## src/logic/i2c_macros.svh

```systemverilog
/*
 * I2C target constants for addressing, the register map, widths and strobe timing
 */
`ifndef I2C_MACROS_SVH
`define I2C_MACROS_SVH

// ======================================================================
// Addressing and register map
// ======================================================================

// Device address with all three straps tied low
`define I2C_ADDR_BASE 7'h08

// Highest register number that the memory holds
`define I2C_LAST_REG 8'h24

// Read-only window with both ends included
`define I2C_RO_FIRST 8'h03
`define I2C_RO_LAST 8'h05

// ======================================================================
// Widths and timing
// ======================================================================
`define I2C_STROBE_CYCLES 3
`define I2C_SYNC_STAGES 3
`define I2C_REG_AW 6
`define I2C_DATA_W 8

`endif

```

## src/logic/i2c_pkg.sv

```systemverilog
/*
 * Shared types of the I2C target
 */
`default_nettype none

`include "i2c_macros.svh"

package i2c_pkg;

    // Target FSM states, one per bus phase
    typedef enum logic [3:0] {
        IDLE,
        DEV_ADDR,
        R_W,
        ACK_ADDR,
        DEV_REG,
        ACK_REG,
        DATA_W,
        ACK_DATA,
        DATA_R,
        NACK,
        WAIT
    } target_state_e;

    // Direction from the R/W bit of the address byte
    typedef enum logic {
        WRITE = 1'b0,
        READ  = 1'b1
    } xfer_dir_e;

    typedef logic [`I2C_DATA_W-1:0] data_t;
    typedef logic [`I2C_REG_AW-1:0] reg_addr_t;

endpackage

`default_nettype wire

```

## src/logic/bus_monitor.sv

```systemverilog
/*
 * I2C bus monitor
 * Synchronizes SCL and SDA and flags SCL edges, START and STOP
 */
`default_nettype none

`include "i2c_macros.svh"

module bus_monitor (
    input  wire logic clk,
    input  wire logic rst_n,
    input  wire logic scl,
    input  wire logic sda_in,
    output logic      sda_sync,
    output logic      scl_rise,
    output logic      scl_fall,
    output logic      start_det,
    output logic      stop_det
);

    localparam int STAGES = `I2C_SYNC_STAGES;

    // Newest sample in bit 0 and oldest in the top bit
    logic [STAGES-1:0] scl_q;
    logic [STAGES-1:0] sda_q;

    // ======================================================================
    // Pin synchronizers
    // ======================================================================
    always_ff @(posedge clk or negedge rst_n) begin
        if (!rst_n) begin
            // Idle bus is high on both lines
            scl_q <= '1;
            sda_q <= '1;
        end else begin
            scl_q <= {scl_q[STAGES-2:0], scl};
            sda_q <= {sda_q[STAGES-2:0], sda_in};
        end
    end

    assign sda_sync = sda_q[STAGES-1];

    // ======================================================================
    // Edge and condition pulses
    // ======================================================================
    // Compare the two oldest stages and register the result
    // Pulse lands STAGES clocks after the pin change
    always_ff @(posedge clk or negedge rst_n) begin
        if (!rst_n) begin
            scl_rise  <= 1'b0;
            scl_fall  <= 1'b0;
            start_det <= 1'b0;
            stop_det  <= 1'b0;
        end else begin
            scl_rise  <= (scl_q[STAGES-1:STAGES-2] == 2'b01);
            scl_fall  <= (scl_q[STAGES-1:STAGES-2] == 2'b10);
            // START is SDA falling with SCL high
            start_det <= (sda_q[STAGES-1:STAGES-2] == 2'b10) && scl_q[STAGES-1];
            // STOP is SDA rising with SCL high
            stop_det  <= (sda_q[STAGES-1:STAGES-2] == 2'b01) && scl_q[STAGES-1];
        end
    end

    // SDA must hold still in the sample where SCL falls
    a_cond_off_edge: assert property (
        @(posedge clk) disable iff (!rst_n)
        !((start_det || stop_det) && scl_fall)
    );

endmodule

`default_nettype wire

```

## src/logic/i2c_target.sv

```systemverilog
/*
 * I2C target top level
 */
`default_nettype none

module i2c_target
    import i2c_pkg::*;
(
    input  wire logic       clk,
    input  wire logic       rst_n,
    input  wire logic       scl,
    input  wire logic       sda_in,
    input  wire logic [2:0] addr_sel,
    input  wire data_t      data_in,
    output logic            sda_drive_low,
    output reg_addr_t       reg_addr,
    output data_t           data_out,
    output logic            reg_write,
    output logic            reg_read
);

    // Monitor to FSM
    logic  sda_sync;
    logic  scl_rise;
    logic  scl_fall;
    logic  start_det;
    logic  stop_det;

    // FSM to register port
    data_t rx_byte;
    logic  ptr_load;
    logic  wr_load;
    logic  rd_start;

    bus_monitor u_bus_monitor (
        .clk       (clk),
        .rst_n     (rst_n),
        .scl       (scl),
        .sda_in    (sda_in),
        .sda_sync  (sda_sync),
        .scl_rise  (scl_rise),
        .scl_fall  (scl_fall),
        .start_det (start_det),
        .stop_det  (stop_det)
    );

    // Read data comes straight from the memory port
    target_fsm u_target_fsm (
        .clk           (clk),
        .rst_n         (rst_n),
        .sda_sync      (sda_sync),
        .scl_rise      (scl_rise),
        .scl_fall      (scl_fall),
        .start_det     (start_det),
        .stop_det      (stop_det),
        .addr_sel      (addr_sel),
        .data_in       (data_in),
        .sda_drive_low (sda_drive_low),
        .rx_byte       (rx_byte),
        .ptr_load      (ptr_load),
        .wr_load       (wr_load),
        .rd_start      (rd_start)
    );

    reg_port u_reg_port (
        .clk       (clk),
        .rst_n     (rst_n),
        .ptr_load  (ptr_load),
        .wr_load   (wr_load),
        .rd_start  (rd_start),
        .rx_byte   (rx_byte),
        .reg_addr  (reg_addr),
        .data_out  (data_out),
        .reg_write (reg_write),
        .reg_read  (reg_read)
    );

endmodule

`default_nettype wire

```

## src/logic/reg_port.sv

```systemverilog
/*
 * Register port
 * Holds pointer and write data and stretches the read and write strobes
 */
`default_nettype none

`include "i2c_macros.svh"

module reg_port
    import i2c_pkg::*;
(
    input  wire logic  clk,
    input  wire logic  rst_n,
    input  wire logic  ptr_load,
    input  wire logic  wr_load,
    input  wire logic  rd_start,
    input  wire data_t rx_byte,
    output reg_addr_t  reg_addr,
    output data_t      data_out,
    output logic       reg_write,
    output logic       reg_read
);

    localparam int CNT_W = $clog2(`I2C_STROBE_CYCLES + 1);

    // One counter serves both strobes
    logic             strobe_on;
    xfer_dir_e        strobe_kind;
    logic [CNT_W-1:0] strobe_cnt;

    // Pointer survives across transactions
    always_ff @(posedge clk or negedge rst_n) begin
        if (!rst_n) begin
            reg_addr <= '0;
            data_out <= '0;
        end else begin
            if (ptr_load) begin
                reg_addr <= rx_byte[`I2C_REG_AW-1:0];
            end
            if (wr_load) begin
                data_out <= rx_byte;
            end
        end
    end

    // ======================================================================
    // Strobe stretcher
    // ======================================================================
    always_ff @(posedge clk or negedge rst_n) begin
        if (!rst_n) begin
            strobe_on   <= 1'b0;
            strobe_kind <= WRITE;
            strobe_cnt  <= '0;
        end else if (wr_load || rd_start) begin
            strobe_on   <= 1'b1;
            strobe_kind <= wr_load ? WRITE : READ;
            strobe_cnt  <= '0;
        end else if (strobe_on) begin
            // Drop after the last counted clock
            if (strobe_cnt == CNT_W'(`I2C_STROBE_CYCLES - 1)) begin
                strobe_on <= 1'b0;
            end else begin
                strobe_cnt <= strobe_cnt + 1'b1;
            end
        end
    end

    assign reg_write = strobe_on && (strobe_kind == WRITE);
    assign reg_read  = strobe_on && (strobe_kind == READ);

    // A new load never cuts into a running strobe
    a_strobe_free: assert property (
        @(posedge clk) disable iff (!rst_n)
        (wr_load || rd_start) |-> !strobe_on
    );

endmodule

`default_nettype wire

```

## src/logic/target_fsm.sv

```systemverilog
/*
 * I2C target FSM
 * Counts and shifts bits, checks address and register, drives ACK and read data
 */
`default_nettype none

`include "i2c_macros.svh"

module target_fsm
    import i2c_pkg::*;
(
    input  wire logic       clk,
    input  wire logic       rst_n,
    input  wire logic       sda_sync,
    input  wire logic       scl_rise,
    input  wire logic       scl_fall,
    input  wire logic       start_det,
    input  wire logic       stop_det,
    input  wire logic [2:0] addr_sel,
    input  wire data_t      data_in,
    output logic            sda_drive_low,
    output data_t           rx_byte,
    output logic            ptr_load,
    output logic            wr_load,
    output logic            rd_start
);

    target_state_e state;
    logic [3:0]    bit_cnt;
    xfer_dir_e     dir;
    // Register byte fell in the read-only window
    logic          ro_hit;
    // Remaining read bits with the MSB first
    data_t         tx_byte;

    logic [6:0]    own_addr;
    logic          addr_match;
    logic          reg_ok;
    logic          ro_window;
    logic          byte_done;

    // ======================================================================
    // Decode
    // ======================================================================
    // Strap value added to the base address
    assign own_addr   = `I2C_ADDR_BASE + 7'(addr_sel);
    assign addr_match = (rx_byte[6:0] == own_addr);
    assign reg_ok     = (rx_byte <= `I2C_LAST_REG);
    assign ro_window  = (rx_byte >= `I2C_RO_FIRST) && (rx_byte <= `I2C_RO_LAST);

    // Eighth bit sampled and SCL now low
    assign byte_done  = scl_fall && (bit_cnt == 4'd8);

    // One-clock pulses toward the register port
    assign ptr_load = (state == DEV_REG) && byte_done && reg_ok;
    assign wr_load  = (state == DATA_W) && byte_done && !ro_hit;
    assign rd_start = (state == ACK_ADDR) && scl_fall && (dir == READ);

    // ======================================================================
    // Receive shifter
    // ======================================================================
    always_ff @(posedge clk) begin
        if (scl_rise && (state inside {DEV_ADDR, DEV_REG, DATA_W})) begin
            rx_byte <= {rx_byte[6:0], sda_sync};
        end
    end

    // ======================================================================
    // Transmit shifter
    // ======================================================================
    // MSB goes out with the load and the rest waits here
    always_ff @(posedge clk) begin
        if (rd_start) begin
            tx_byte <= {data_in[6:0], 1'b0};
        end else if (state == DATA_R && scl_fall) begin
            tx_byte <= {tx_byte[6:0], 1'b0};
        end
    end

    // ======================================================================
    // State, bit counter and SDA drive
    // ======================================================================
    always_ff @(posedge clk or negedge rst_n) begin
        if (!rst_n) begin
            state         <= IDLE;
            bit_cnt       <= 4'd0;
            dir           <= WRITE;
            ro_hit        <= 1'b0;
            sda_drive_low <= 1'b0;
        end else if (stop_det) begin
            state         <= IDLE;
            bit_cnt       <= 4'd0;
            sda_drive_low <= 1'b0;
        end else if (start_det) begin
            // Repeated START lands here too
            state         <= DEV_ADDR;
            bit_cnt       <= 4'd0;
            sda_drive_low <= 1'b0;
        end else begin
            case (state)
                DEV_ADDR: begin
                    if (scl_rise) begin
                        bit_cnt <= bit_cnt + 4'd1;
                    end else if (scl_fall && bit_cnt == 4'd7) begin
                        state <= R_W;
                    end
                end
                R_W: begin
                    if (scl_rise) begin
                        dir <= xfer_dir_e'(sda_sync);
                    end else if (scl_fall) begin
                        // Other addresses see SDA left high
                        state         <= addr_match ? ACK_ADDR : NACK;
                        sda_drive_low <= addr_match;
                    end
                end
                ACK_ADDR: begin
                    if (scl_fall) begin
                        if (dir == READ) begin
                            // Bit 7 counts as sent from here
                            state         <= DATA_R;
                            bit_cnt       <= 4'd1;
                            sda_drive_low <= ~data_in[7];
                        end else begin
                            state         <= DEV_REG;
                            bit_cnt       <= 4'd0;
                            sda_drive_low <= 1'b0;
                        end
                    end
                end
                DEV_REG: begin
                    if (scl_rise) begin
                        bit_cnt <= bit_cnt + 4'd1;
                    end else if (byte_done) begin
                        state         <= reg_ok ? ACK_REG : NACK;
                        sda_drive_low <= reg_ok;
                        ro_hit        <= ro_window;
                    end
                end
                ACK_REG: begin
                    if (scl_fall) begin
                        state         <= DATA_W;
                        bit_cnt       <= 4'd0;
                        sda_drive_low <= 1'b0;
                    end
                end
                DATA_W: begin
                    if (scl_rise) begin
                        bit_cnt <= bit_cnt + 4'd1;
                    end else if (byte_done) begin
                        state         <= ro_hit ? NACK : ACK_DATA;
                        sda_drive_low <= !ro_hit;
                    end
                end
                ACK_DATA: begin
                    if (scl_fall) begin
                        state         <= WAIT;
                        sda_drive_low <= 1'b0;
                    end
                end
                DATA_R: begin
                    if (scl_fall) begin
                        if (bit_cnt == 4'd8) begin
                            // Master ACK or NACK slot is not watched
                            state         <= WAIT;
                            sda_drive_low <= 1'b0;
                        end else begin
                            bit_cnt       <= bit_cnt + 4'd1;
                            sda_drive_low <= ~tx_byte[7];
                        end
                    end
                end
                NACK: begin
                    if (scl_fall) begin
                        state <= WAIT;
                    end
                end
                // IDLE and WAIT leave only on START or STOP
                IDLE, WAIT: begin
                    sda_drive_low <= 1'b0;
                end
                default: begin
                    state         <= IDLE;
                    sda_drive_low <= 1'b0;
                end
            endcase
        end
    end

    // ======================================================================
    // Checks
    // ======================================================================
    a_no_drive_rx: assert property (
        @(posedge clk) disable iff (!rst_n)
        (state inside {IDLE, DEV_ADDR, DEV_REG}) |-> !sda_drive_low
    );

    // Counter never runs past eight bits
    a_bit_cnt_range: assert property (
        @(posedge clk) disable iff (!rst_n)
        bit_cnt <= 4'd8
    );

endmodule

`default_nettype wire

```

## config.mk

```make
export PLATFORM = sky130hd
export DESIGN_NAME = i2c_target
export DESIGN_NICKNAME = d
export VERILOG_FILES = /design/src/logic/i2c_pkg.sv /design/src/logic/bus_monitor.sv /design/src/logic/i2c_target.sv /design/src/logic/reg_port.sv /design/src/logic/target_fsm.sv
export VERILOG_INCLUDE_DIRS = /design/src /design/src/logic
export SDC_FILE = /design/constraint.sdc
export NUM_CORES = 1
export LEC_CHECK = 0
export BUFFER_PORTS_ARGS = -buffer_cell sky130_fd_sc_hd__buf_2
export CAP_MARGIN = 20
export CORE_ASPECT_RATIO = 1.25
export CORE_MARGIN = 2
export CORE_UTILIZATION = 45
export DETAILED_ROUTE_END_ITERATION = 8
export PLACE_DENSITY_LB_ADDON = 0.1
export SLEW_MARGIN = 10
export SYNTH_ARGS = -nofsm -noshare
export SYNTH_HDL_FRONTEND = slang
export SYNTH_SLANG_ARGS = --single-unit
```

## constraint.sdc

```tcl
create_clock -name clk -period 3.7 [get_ports clk]
set_input_delay 0.37 -clock clk [delete_from_list [all_inputs] [get_ports clk]]
set_output_delay 0.37 -clock clk [all_outputs]
set_load 0.05 [all_outputs]
```

-- Word-level counts from Yosys, hierarchy flattened
Index checks and enable logic that the tools add are counted.
- output and inout bits: 17
- register bits after elaboration: 54
- input bits: 15
- add/sub/neg operators: 3
- $lt $le $gt $ge: 3
- reductions and logical operators: 33
- mux-type cells: 52
- bitwise operators: 6
- equality and inequality tests: 37
- operators with widths (operator ; count):
    $mux 4 ; 26
    $ne 4x4->1 const B ; 10
    $pmux 4 s9 ; 1
    $eq 4x3->1 const B ; 5
    $mux 1 ; 18
    $eq 4x4->1 const B ; 4
    $mux 8 ; 2
    $pmux 4 s4 ; 1
    $logic_and 1x1->1 ; 15
    $reduce_and 14->1 ; 1
    $ne 4x1->1 const B ; 3
    $ne 4x3->1 const B ; 3
    $reduce_and 10->1 ; 1
    $eq 4x2->1 const B ; 2
    $ge 8x2->1 const B ; 1
    $le 8x3->1 const B ; 1
    $le 8x6->1 const B ; 1
    $reduce_or 2->1 ; 4
    $eq 7x7->1 ; 1
    $pmux 1 s7 ; 1
    $eq 2x2->1 const B ; 3
    $mux 2 ; 3
    $not 1->1 ; 6
    $reduce_and 6->1 ; 1
    18 further kinds ; 20

-- Logic depth before layout (Yosys ltp)
Gate-level depths: netlist of the first run.
- depth in word-level cells: 8
- gate-level depth with buffers: 8
- depth with buffers taken out: 7

-- Hierarchy
From an unflattened synthesis of the first run, not the netlist that was laid out.
- cell total of the unflattened synthesis: 236
- area, all modules: 2771.4 µm²
- modules (own cells, without submodules) (module ; area an instance (µm²) ; times used ; seq. area each (µm²) ; cells an instance):
    target_fsm ; 1745.4 ; 1 ; 725.7 ; 174
    reg_port ; 735.7 ; 1 ; 450.4 ; 48
    bus_monitor ; 290.3 ; 1 ; 257.7 ; 14

-- Worst setup path before layout of the first run
Ideal clock, no wire load.
- kind: register to register
- start point: register u_target_fsm.state[3]
- end point: register u_target_fsm.tx_byte[1] (enable)
- clock period less this slack: 1.890 ns
- path slack: 1.810 ns
- cell stages (with the launch flop): 5
- setup time: 0.383 ns
- required time: 3.317 ns
- arrival: 1.508 ns
- cells stage by stage: dfrtp_1 > buf_2 > buf_1 > nand2_1 > a211oi_1
- longest elaborated chain between the ends: 4
- elaborated cells between the ends (all ways): 6
- classes of those cells: eq/ne: 2; reduce/logical: 4
- ends and longest elaborated chain (what ; RTL line ; source):
    start, declared ; target_fsm.sv:28 ; target_state_e state;
    start signal, assigned ; target_fsm.sv:113 ; state <= addr_match ? ACK_ADDR : NACK;
    start signal, assigned ; target_fsm.sv:135 ; state <= reg_ok ? ACK_REG : NACK;
    start signal, assigned ; target_fsm.sv:151 ; state <= ro_hit ? NACK : ACK_DATA;
    $eq 4x2->1 ; target_fsm.sv:57 ; assign rd_start = (state == ACK_ADDR) && scl_fall && (dir == READ);
    $logic_and 1x1->1 (2 in a row) ; target_fsm.sv:57 ;
    $reduce_bool 2->1 (no source line) * ; - ;
    end signal, assigned ; target_fsm.sv:74 ; tx_byte <= {data_in[6:0], 1'b0};
    end signal, assigned ; target_fsm.sv:76 ; tx_byte <= {tx_byte[6:0], 1'b0};
    end, declared ; target_fsm.sv:34 ; data_t tx_byte;
Mark *: on every way between the ends. The rest lies on a longest branch, timed or not.
A chain may end at the register's enable or synchronous reset.

-- Worst setup path after layout of the first run
- start point: register u_target_fsm.state[2]
- end point: register u_target_fsm.state[0]
- longest elaborated chain between the ends: 5
- elaborated cells between the ends (all ways): 31
- classes of those cells: eq/ne: 24; mux: 3; reduce/logical: 4
- ends and longest elaborated chain (what ; RTL line ; source):
    $eq 4x4->1, or another cell as far along ; target_fsm.sv:100 ; case (state)
    $reduce_or 2->1, on equally long branches ; - ;
    $pmux 4 s9 ; target_fsm.sv:100 ;
    $mux 4 ; target_fsm.sv:94 ; end else if (start_det) begin
    $mux 4 ; target_fsm.sv:90 ; end else if (stop_det) begin
Several ways; a longest one is shown, not always the timed one.

==> results.txt, run 1 <==
----------------------------------------------------
[Outcome]
  Result of the run ... complete, no violations

[CTS]
  Worst skew pair latency ... approximately 0.3 ns
  Sink Count ... 54
  Worst-case clock buffer depth ... 2
  Post-CTS Repair Setup Buffers ... 0
  CTS tree ... yes
  Resized Gates After CTS ... 0
  H-Tree Level Count ... 2
  Clk Tree Root Cell ... clkbuf_8
  Clock input transition at the sequential cells of the worst setup and hold paths ... approximately 0.10 ns
  Hold bufs inserted after CTS ... 0
  Number of buffers inserted during clock tree synthesis ... 5

[Global routing]
  Global-route wire length before repair ... 9220 um
  Maximum number of pins on one net before global-route repair ... 40
  Overall Global Routing Usage ... 0.178
  Number of antenna violations at the first check in global routing ... 0
  Number of global-route vias before repair ... 1886
  Total gr overflow ... 0

[Placement]
  Count of input and output buffers ... 31
  Final weighted congestion in routability-driven placement ... 0.880
  Placed cell count ... 341
  HPWL after DPL ... about 4000 um

[STA]
  Post-route clock period utilization ... 0.642
  Final worst hold slack ... 0.157 ns
  Setup repair after global routing missed its margin ... false
  Clock skew after layout ... between 0.005 and 0.006 ns
  FMAX ... about 420 MHz
  Final min period ... 2.38 ns
  Setup violations, final ... 0
  Total Neg Setup Slack ... 0 ns
  Normalized max-slew margin ... 0.400
  Pin slew with the least headroom to its limit ... 0.901 ns
  Final hold violation count ... 0
  Max-slew violation count ... 0

[Cells and area]
  Share of final-layout standard cells stronger than drive strength 1 ... 0.236
  Non-filler cells in the finished layout ... 350
  Nets@finish ... between 300 and 400
  Number of inserted filler cells in the final layout ... 545
  Count of inserted antenna diode cells ... 0
  Area added between synthesis and finish ... 10.2%

[Route]
  Post-DRT Antenna Nets ... 0
  Violation count after the first detailed-routing iteration ... 123
  Number of vias in the routed layout ... 2022
  DR pass1 iterations ... 5
  Post-detailed-route DRC marker count ... 0
  Wirelength, routed ... between 5000 and 6000 um
  Average vias per placed instance ... 5.78
  Average wire length per cell after detail routing ... 15.8 um

[Die]
  Row cnt ... 31
  Height of the chip ... 90.9 um
  Core Box Area ... 5820 um^2
  Die area ... 6680 um^2
  Io pins ... 32
  Starting density of the core ... 0.467
  Width of the chip ... 73.5 um

[Synth]
  Most frequently used flop master after synthesis ... dfrtp_1
  Most repeated cell in the gate-level netlist after synthesis ... nand2_1
  Per-instance average area after synthesis ... between 10 and 15 um^2
  Count of state elements after synthesis ... 54
  Fraction of post-synthesis cell area in the top cell type by area ... 0.304
  Number of synthesized flops with an enable pin ... 15
  Synthesized Nets ... 273
  Leading area contributor after synthesis ... dfrtp_1
  Commonest cells post-synth ... nand2_1 (34), dfrtp_1 (33), nor2_1 (20)
  Combined area of all synthesized cells ... 2720 um^2
  Share of synthesized area occupied by flip-flops and latches ... 0.528
  Area contributors post-synth ... dfrtp_1 (30%), edfxtp_1 (17%), mux2_2 (6.2%)
  FFs w/ async S/R, synth ... 0.722
  Number of unique standard cell types used by synthesis ... 52
  Count of yosys warnings during synthesis ... 0
  Post-Syn Instances ... 255

[Worst setup path]
  Crit path kind ... flop to flop
  Maximum fanout encountered on the critical timing path ... 24
  Crit path largest cell delay ... 0.82 ns
  Nature of the critical path startpoint ... flop
  Data arrival time of the critical path ... 2.57 ns
  Element type at the critical path end ... flop
  Worst path slowest cell ... dfrtp_1
  CP Cell Sequence ... nor2_1, a21oi_1, nor3_1, or4_1, a221o_1
  Required time at the endpoint of the critical path ... 3.90 ns

[Worst hold path]
  Hold crit path type ... input port to flop

[Power]
  Pwr/cell area ... 392 nW/um^2
  IR Drop Worst-Case VDD ... between 0.15 and 0.2 mV
  Static leakage ... 1.38 nW
  Overall Power ... 1.17 mW

[Job]
  Max cap viols ... 0

----------------------------------------------------
## placed cells by master (no fill, tap or decap), types with 3 or more instances in the layout
cell type and count:
mux2_2 15, edfxtp_1 15, nor4_1 3, xnor2_1 4
nand2b_1 6, nor3_1 6, mux2i_1 4, nor2b_1 11
nand3_1 8, ha_1 3, nor3b_1 4, clkbuf_8 5
dfrtp_1 33, o21ai_0 7, nand2_1 34, nand4_1 4
a211oi_1 5, dfstp_2 6, buf_2 32, inv_1 7
a21oi_1 7, nor2_1 20
## layer usage
metal  track usage  vias up  wire (um)
li1              -      954          -
met1         0.257     1001       2550
met2         0.256       53       2600
met3        0.0368       14        196
met4        0.0803        0        204
met5             0        -          0
## registers in the layout (all words and copies together), names as in the netlist, 2 cells and up
| signal | flops |
|---|---|
| u_reg_port.data_out | 8 |
| u_target_fsm.rx_byte | 8 |
| u_target_fsm.tx_byte | 7 |
| u_reg_port.reg_addr | 6 |
| u_target_fsm.bit_cnt | 4 |
| u_target_fsm.state | 4 |
| u_bus_monitor.scl_q | 3 |
| u_bus_monitor.sda_q | 3 |
| u_reg_port.strobe_cnt | 2 |
## cell families (layout without fill, tap and decap cells)
group | Yosys count | after routing | share of synthesized area
buf+inv | 19 | 48 | 0.0387
mux | 19 | 19 | 0.0769
fa+ha+maj | 3 | 3 | 0.0138
compound gates | 40 | 40 | 0.0999
simple gates | 116 | 116 | 0.230
xor+xnor | 4 | 4 | 0.0129
flops | 54 | 54 | 0.528
## metrics by stage
stage | area, um^2 | util | setup WS (ns)
3_5_place_dp | 2880 | 0.495 | 1.28
6_report | 3000 | 0.515 | 1.32
4_1_cts | 2990 | 0.514 | 1.28
2_1_floorplan | 2720 | - | 1.81
5_1_grt | 3000 | 0.515 | 1.19
3_3_place_gp | 2880 | 0.495 | 1.33
## report_power, final
part | leakage (nW) | switching, mW | internal (mW)
registers | 0.672 | 0.0292 | 0.633
clock network | 0.0514 | 0.192 | 0.202
logic | 0.654 | 0.0679 | 0.0495
total | 1.38 | 0.289 | 0.885
## path summary, 6_finish.rpt
| kind | startpoint | depth (start not counted) | end | slack (ns) |
|---|---|---|---|---|
| worst max-delay path | u_target_fsm.state[2] | 5 | u_target_fsm.state[0] | 1.32 |
| worst min-delay path | scl | 1 | u_bus_monitor.scl_q[0] | 0.16 |
| worst max register to register | u_target_fsm.state[2] | 5 | u_target_fsm.state[0] | 1.32 |
| worst min register to register | u_bus_monitor.scl_q[0] | 0 | u_bus_monitor.scl_q[1] | 0.36 |
| max in group asynchronous | rst_n | 1 | u_reg_port.strobe_cnt[0] | 2.95 |
| min in group asynchronous | rst_n | 1 | u_reg_port.reg_addr[3] | 0.19 |
## critical path, delay by kind of cell (launching register included)
| kind | cells | cell delay, ns |
|---|---|---|
| AO/OA/AOI/OAI | 2 | 0.53 |
| flip-flops | 1 | 0.82 |
| AND/OR/NAND/NOR | 3 | 0.91 |
## area by class of cell
type / instances / area, um^2 / share of cell area
Timing Repair Buffer: 32 / 160 / 0.0535
Sequential cell: 54 / 1430 / 0.479
Tap cell: 66 / 82.6 / 0.0276
Clock inverter: 2 / 37.5 / 0.0125
Clock buffer: 6 / 72.6 / 0.0242
Multi-Input combinational cell: 182 / 1180 / 0.393
Inverter: 8 / 30.0 / 0.0100
(Power assumes the default switching activity.)
==> inputs of run 2 (changes only) <==
==> constraint.sdc (replaced) <==
create_clock -name clk -period 2.5 [get_ports clk]
set_input_delay 0.25 -clock clk [delete_from_list [all_inputs] [get_ports clk]]
set_output_delay 0.25 -clock clk [all_outputs]
set_load 0.05 [all_outputs]
==> results.txt, run 2 (synthesis results as in run 1) <==
----------------------------------------------------
[Global routing]
  Maximum number of pins on one net before global-route repair ... 40 (unchanged)
  Overall Global Routing Usage ... 0.181 (+0.00273)
  Number of global-route vias before repair ... 2010 (+6.6%)
  Number of antenna violations at the first check in global routing ... 0 (unchanged)
  Global-route wire length before repair ... 9420 um (+2.2%)
  Total gr overflow ... 0 (unchanged)

[Cells and area]
  Area used by multi-input combinational logic ... 1180 um^2 (unchanged)
  Number of inserted filler cells in the final layout ... 555 (+1.8%)
  Nets@finish ... 307 (+2.0%)
  Registers with the highest flip-flop counts ... u_reg_port.data_out (8), u_target_fsm.rx_byte (8), u_target_fsm.tx_byte (7)
  Post-route design area ... 3050 um^2 (+1.7%)
  Share of final-layout standard cells stronger than drive strength 1 ... 0.255 (+0.0193)
  Commonest non-fill, non-tap cells in the layout ... nand2_1 (34), dfrtp_1 (33), buf_2 (31), nor2_1 (20)
  Count of inserted antenna diode cells ... 0 (unchanged)
  Area of all sequential standard cells ... 1430 um^2 (unchanged)
  Area added between synthesis and finish ... 12.1%
  Leading cell type in the layout, fill and taps excluded ... nand2_1

[CTS]
  Clk Tree Root Cell ... clkbuf_8
  Worst-case clock buffer depth ... 2 (unchanged)
  H-Tree Level Count ... 2 (unchanged)
  Clock input transition at the sequential cells of the worst setup and hold paths ... 0.10 ns (about the same)
  Resized Gates After CTS ... 0 (unchanged)
  Worst skew pair latency ... 0.30 ns (about the same)
  Number of buffers inserted during clock tree synthesis ... 5 (unchanged)
  Hold bufs inserted after CTS ... 0 (unchanged)
  CTS tree ... yes
  Post-CTS Repair Setup Buffers ... 0 (unchanged)
  Sink Count ... 54 (unchanged)

[STA]
  Max-slew violation count ... 0 (unchanged)
  Total Neg Setup Slack ... 0 ns (unchanged)
  Post-route clock period utilization ... 0.880 (+0.237)
  Final hold violation count ... 0 (unchanged)
  Setup violations, final ... 0 (unchanged)
  Setup repair after global routing missed its margin ... false
  Clock skew after layout ... 0.00350 ns (-0.00202 ns)
  Normalized max-slew margin ... 0.407 (+0.00728)
  FMAX ... 455 MHz (+8.0%)
  Pin slew with the least headroom to its limit ... 0.890 ns (-0.0109 ns)
  Final min period ... 2.20 ns (-0.177 ns)

[Worst hold path]
  Hold crit path type ... input port to flop
  Worst hold path cell count ... 1 (unchanged)

[Die]
  Height of the chip ... 90.9 um (unchanged)
  Width of the chip ... 73.5 um (unchanged)
  Starting density of the core ... 0.467 (unchanged)
  Core Box Area ... 5820 um^2 (unchanged)
  Die area ... 6680 um^2 (unchanged)
  Io pins ... 32 (unchanged)
  Row cnt ... 31 (unchanged)

[Job]
  Max cap viols ... 0 (unchanged)

[Worst setup path]
  Data arrival time of the critical path ... 2.39 ns (-0.18 ns)
  Endpoint of the lowest-slack register-to-register path ... u_target_fsm.state[0]
  Element type at the critical path end ... flop
  Maximum fanout encountered on the critical timing path ... 21 (-13%)
  R2r worst-path depth ... 5 (unchanged)
  Required time at the endpoint of the critical path ... 2.69 ns (-1.21 ns)
  Startpoint of the worst register-to-register path ... u_target_fsm.state[0]
  CP Cell Sequence ... inv_1, o21ai_1, a221oi_1, or4_1, a221o_1
  Crit path largest cell delay ... 0.78 ns (-0.04 ns)
  Slack of the worst reg-to-reg path ... 0.30 ns (-1.02 ns)
  Worst path slowest cell ... dfrtp_1
  Worst setup path end ... u_target_fsm.state[0]
  Nature of the critical path startpoint ... flop
  Startpoint of the most critical setup path ... u_target_fsm.state[0]
  Crit path kind ... flop to flop

[Placement]
  Placed cell area ... 2930 um^2 (+1.8%)
  Count of input and output buffers ... 31 (unchanged)
  HPWL after DPL ... 3920 um (-0.79%)
  Final weighted congestion in routability-driven placement ... 0.911 (+3.5%)

[Power]
  Internal power of the cells ... 1.31 mW (+48%)
  Switching component of the power ... 434 uW (+50%)
  Power share of the sequential group ... 0.561 (-0.003)
  Combinational share of power ... 0.101 (about the same)
  Static leakage ... 1.42 nW (+2.8%)
  IR Drop Worst-Case VDD ... 0.347 mV (+75%)
  Pwr/cell area ... 574 nW/um^2 (+46%)
  Switching Share ... 0.249 (+0.00257)
  Part of the power in the clock network ... 0.338 (+0.003)

[Outcome]
  Result of the run ... complete, no violations

[Route]
  Violation count after the first detailed-routing iteration ... 190 (+54%)
  Number of vias in the routed layout ... 2012 (-0.49%)
  Average wire length per cell after detail routing ... 15.6 um (-1.8%)
  Post-DRT Antenna Nets ... 0 (unchanged)
  Wirelength, routed ... 5540 um (about the same)
  Post-detailed-route DRC marker count ... 0 (unchanged)
  DR pass1 iterations ... 4 (-1)
  Average vias per placed instance ... 5.65 (-2.2%)

----------------------------------------------------
-- run 2: power by group through the flow --
stage / clock (mW) / combinational (mW) / sequential (mW)
after floorplan: 0 / 0.131 / 0.990
after CTS: 0.616 / 0.177 / 0.980
after detailed placement: 0 / 0.176 / 0.997
after global routing: 0.652 / 0.199 / 0.987
after global placement: 0 / 0.176 / 0.997
final: 0.591 / 0.177 / 0.980
-- run 2: metrics by stage --
stage / instances / hold WS [ns] / util / setup slack, ns / power, mW
detailed placement: 348 / 0.347 / 0.504 / 0.350 / 1.17
floorplan: 255 / -0.0456 / - / 0.610 / 1.12
global placement: 348 / 0.346 / 0.504 / 0.377 / 1.17
CTS: 356 / 0.0165 / 0.523 / 0.336 / 1.77
global route: 356 / 0.00297 / 0.523 / 0.160 / 1.84
finish: 356 / 0.0356 / 0.523 / 0.301 / 1.75
-- run 2: worst min path at each step --
| stage | startpoint | to | slack, ns |
|---|---|---|---|
| floorplan | rst_n | u_bus_monitor.scl_fall | -0.05 |
| global placement | u_bus_monitor.scl_q[0] | u_bus_monitor.scl_q[1] | 0.35 |
| detailed placement | u_bus_monitor.sda_q[0] | u_bus_monitor.sda_q[1] | 0.35 |
| CTS | sda_in | u_bus_monitor.sda_q[0] | 0.02 |
| global route | scl | u_bus_monitor.scl_q[0] | 0.003 |
| finish | scl | u_bus_monitor.scl_q[0] | 0.04 |
-- run 2: cell type report --
cell class,instances,area share
clock buffers,5,0.0226
clock inverters,3,0.0144
inverters,8,0.00986
multi-input cells,182,0.387
flip-flops and latches,54,0.471
well taps,66,0.0271
repair buffers,38,0.0682
-- run 2: routing by layer --
metal / global-route usage / up-vias / wire [um]
met5: 0 / - / 0
met4: 0.0848 / 0 / 146
met3: 0.0379 / 13 / 214
met2: 0.277 / 48 / 2700
met1: 0.242 / 981 / 2480
li1: - / 970 / -
-- run 2: critical path: cells and delay by family (launching register included) --
family / cells / cell delay, ns
DFF: 1 / 0.78
AOI/OAI and AO/OA: 3 / 0.56
and+or+nand+nor: 1 / 0.55
buffers and inverters: 1 / 0.21
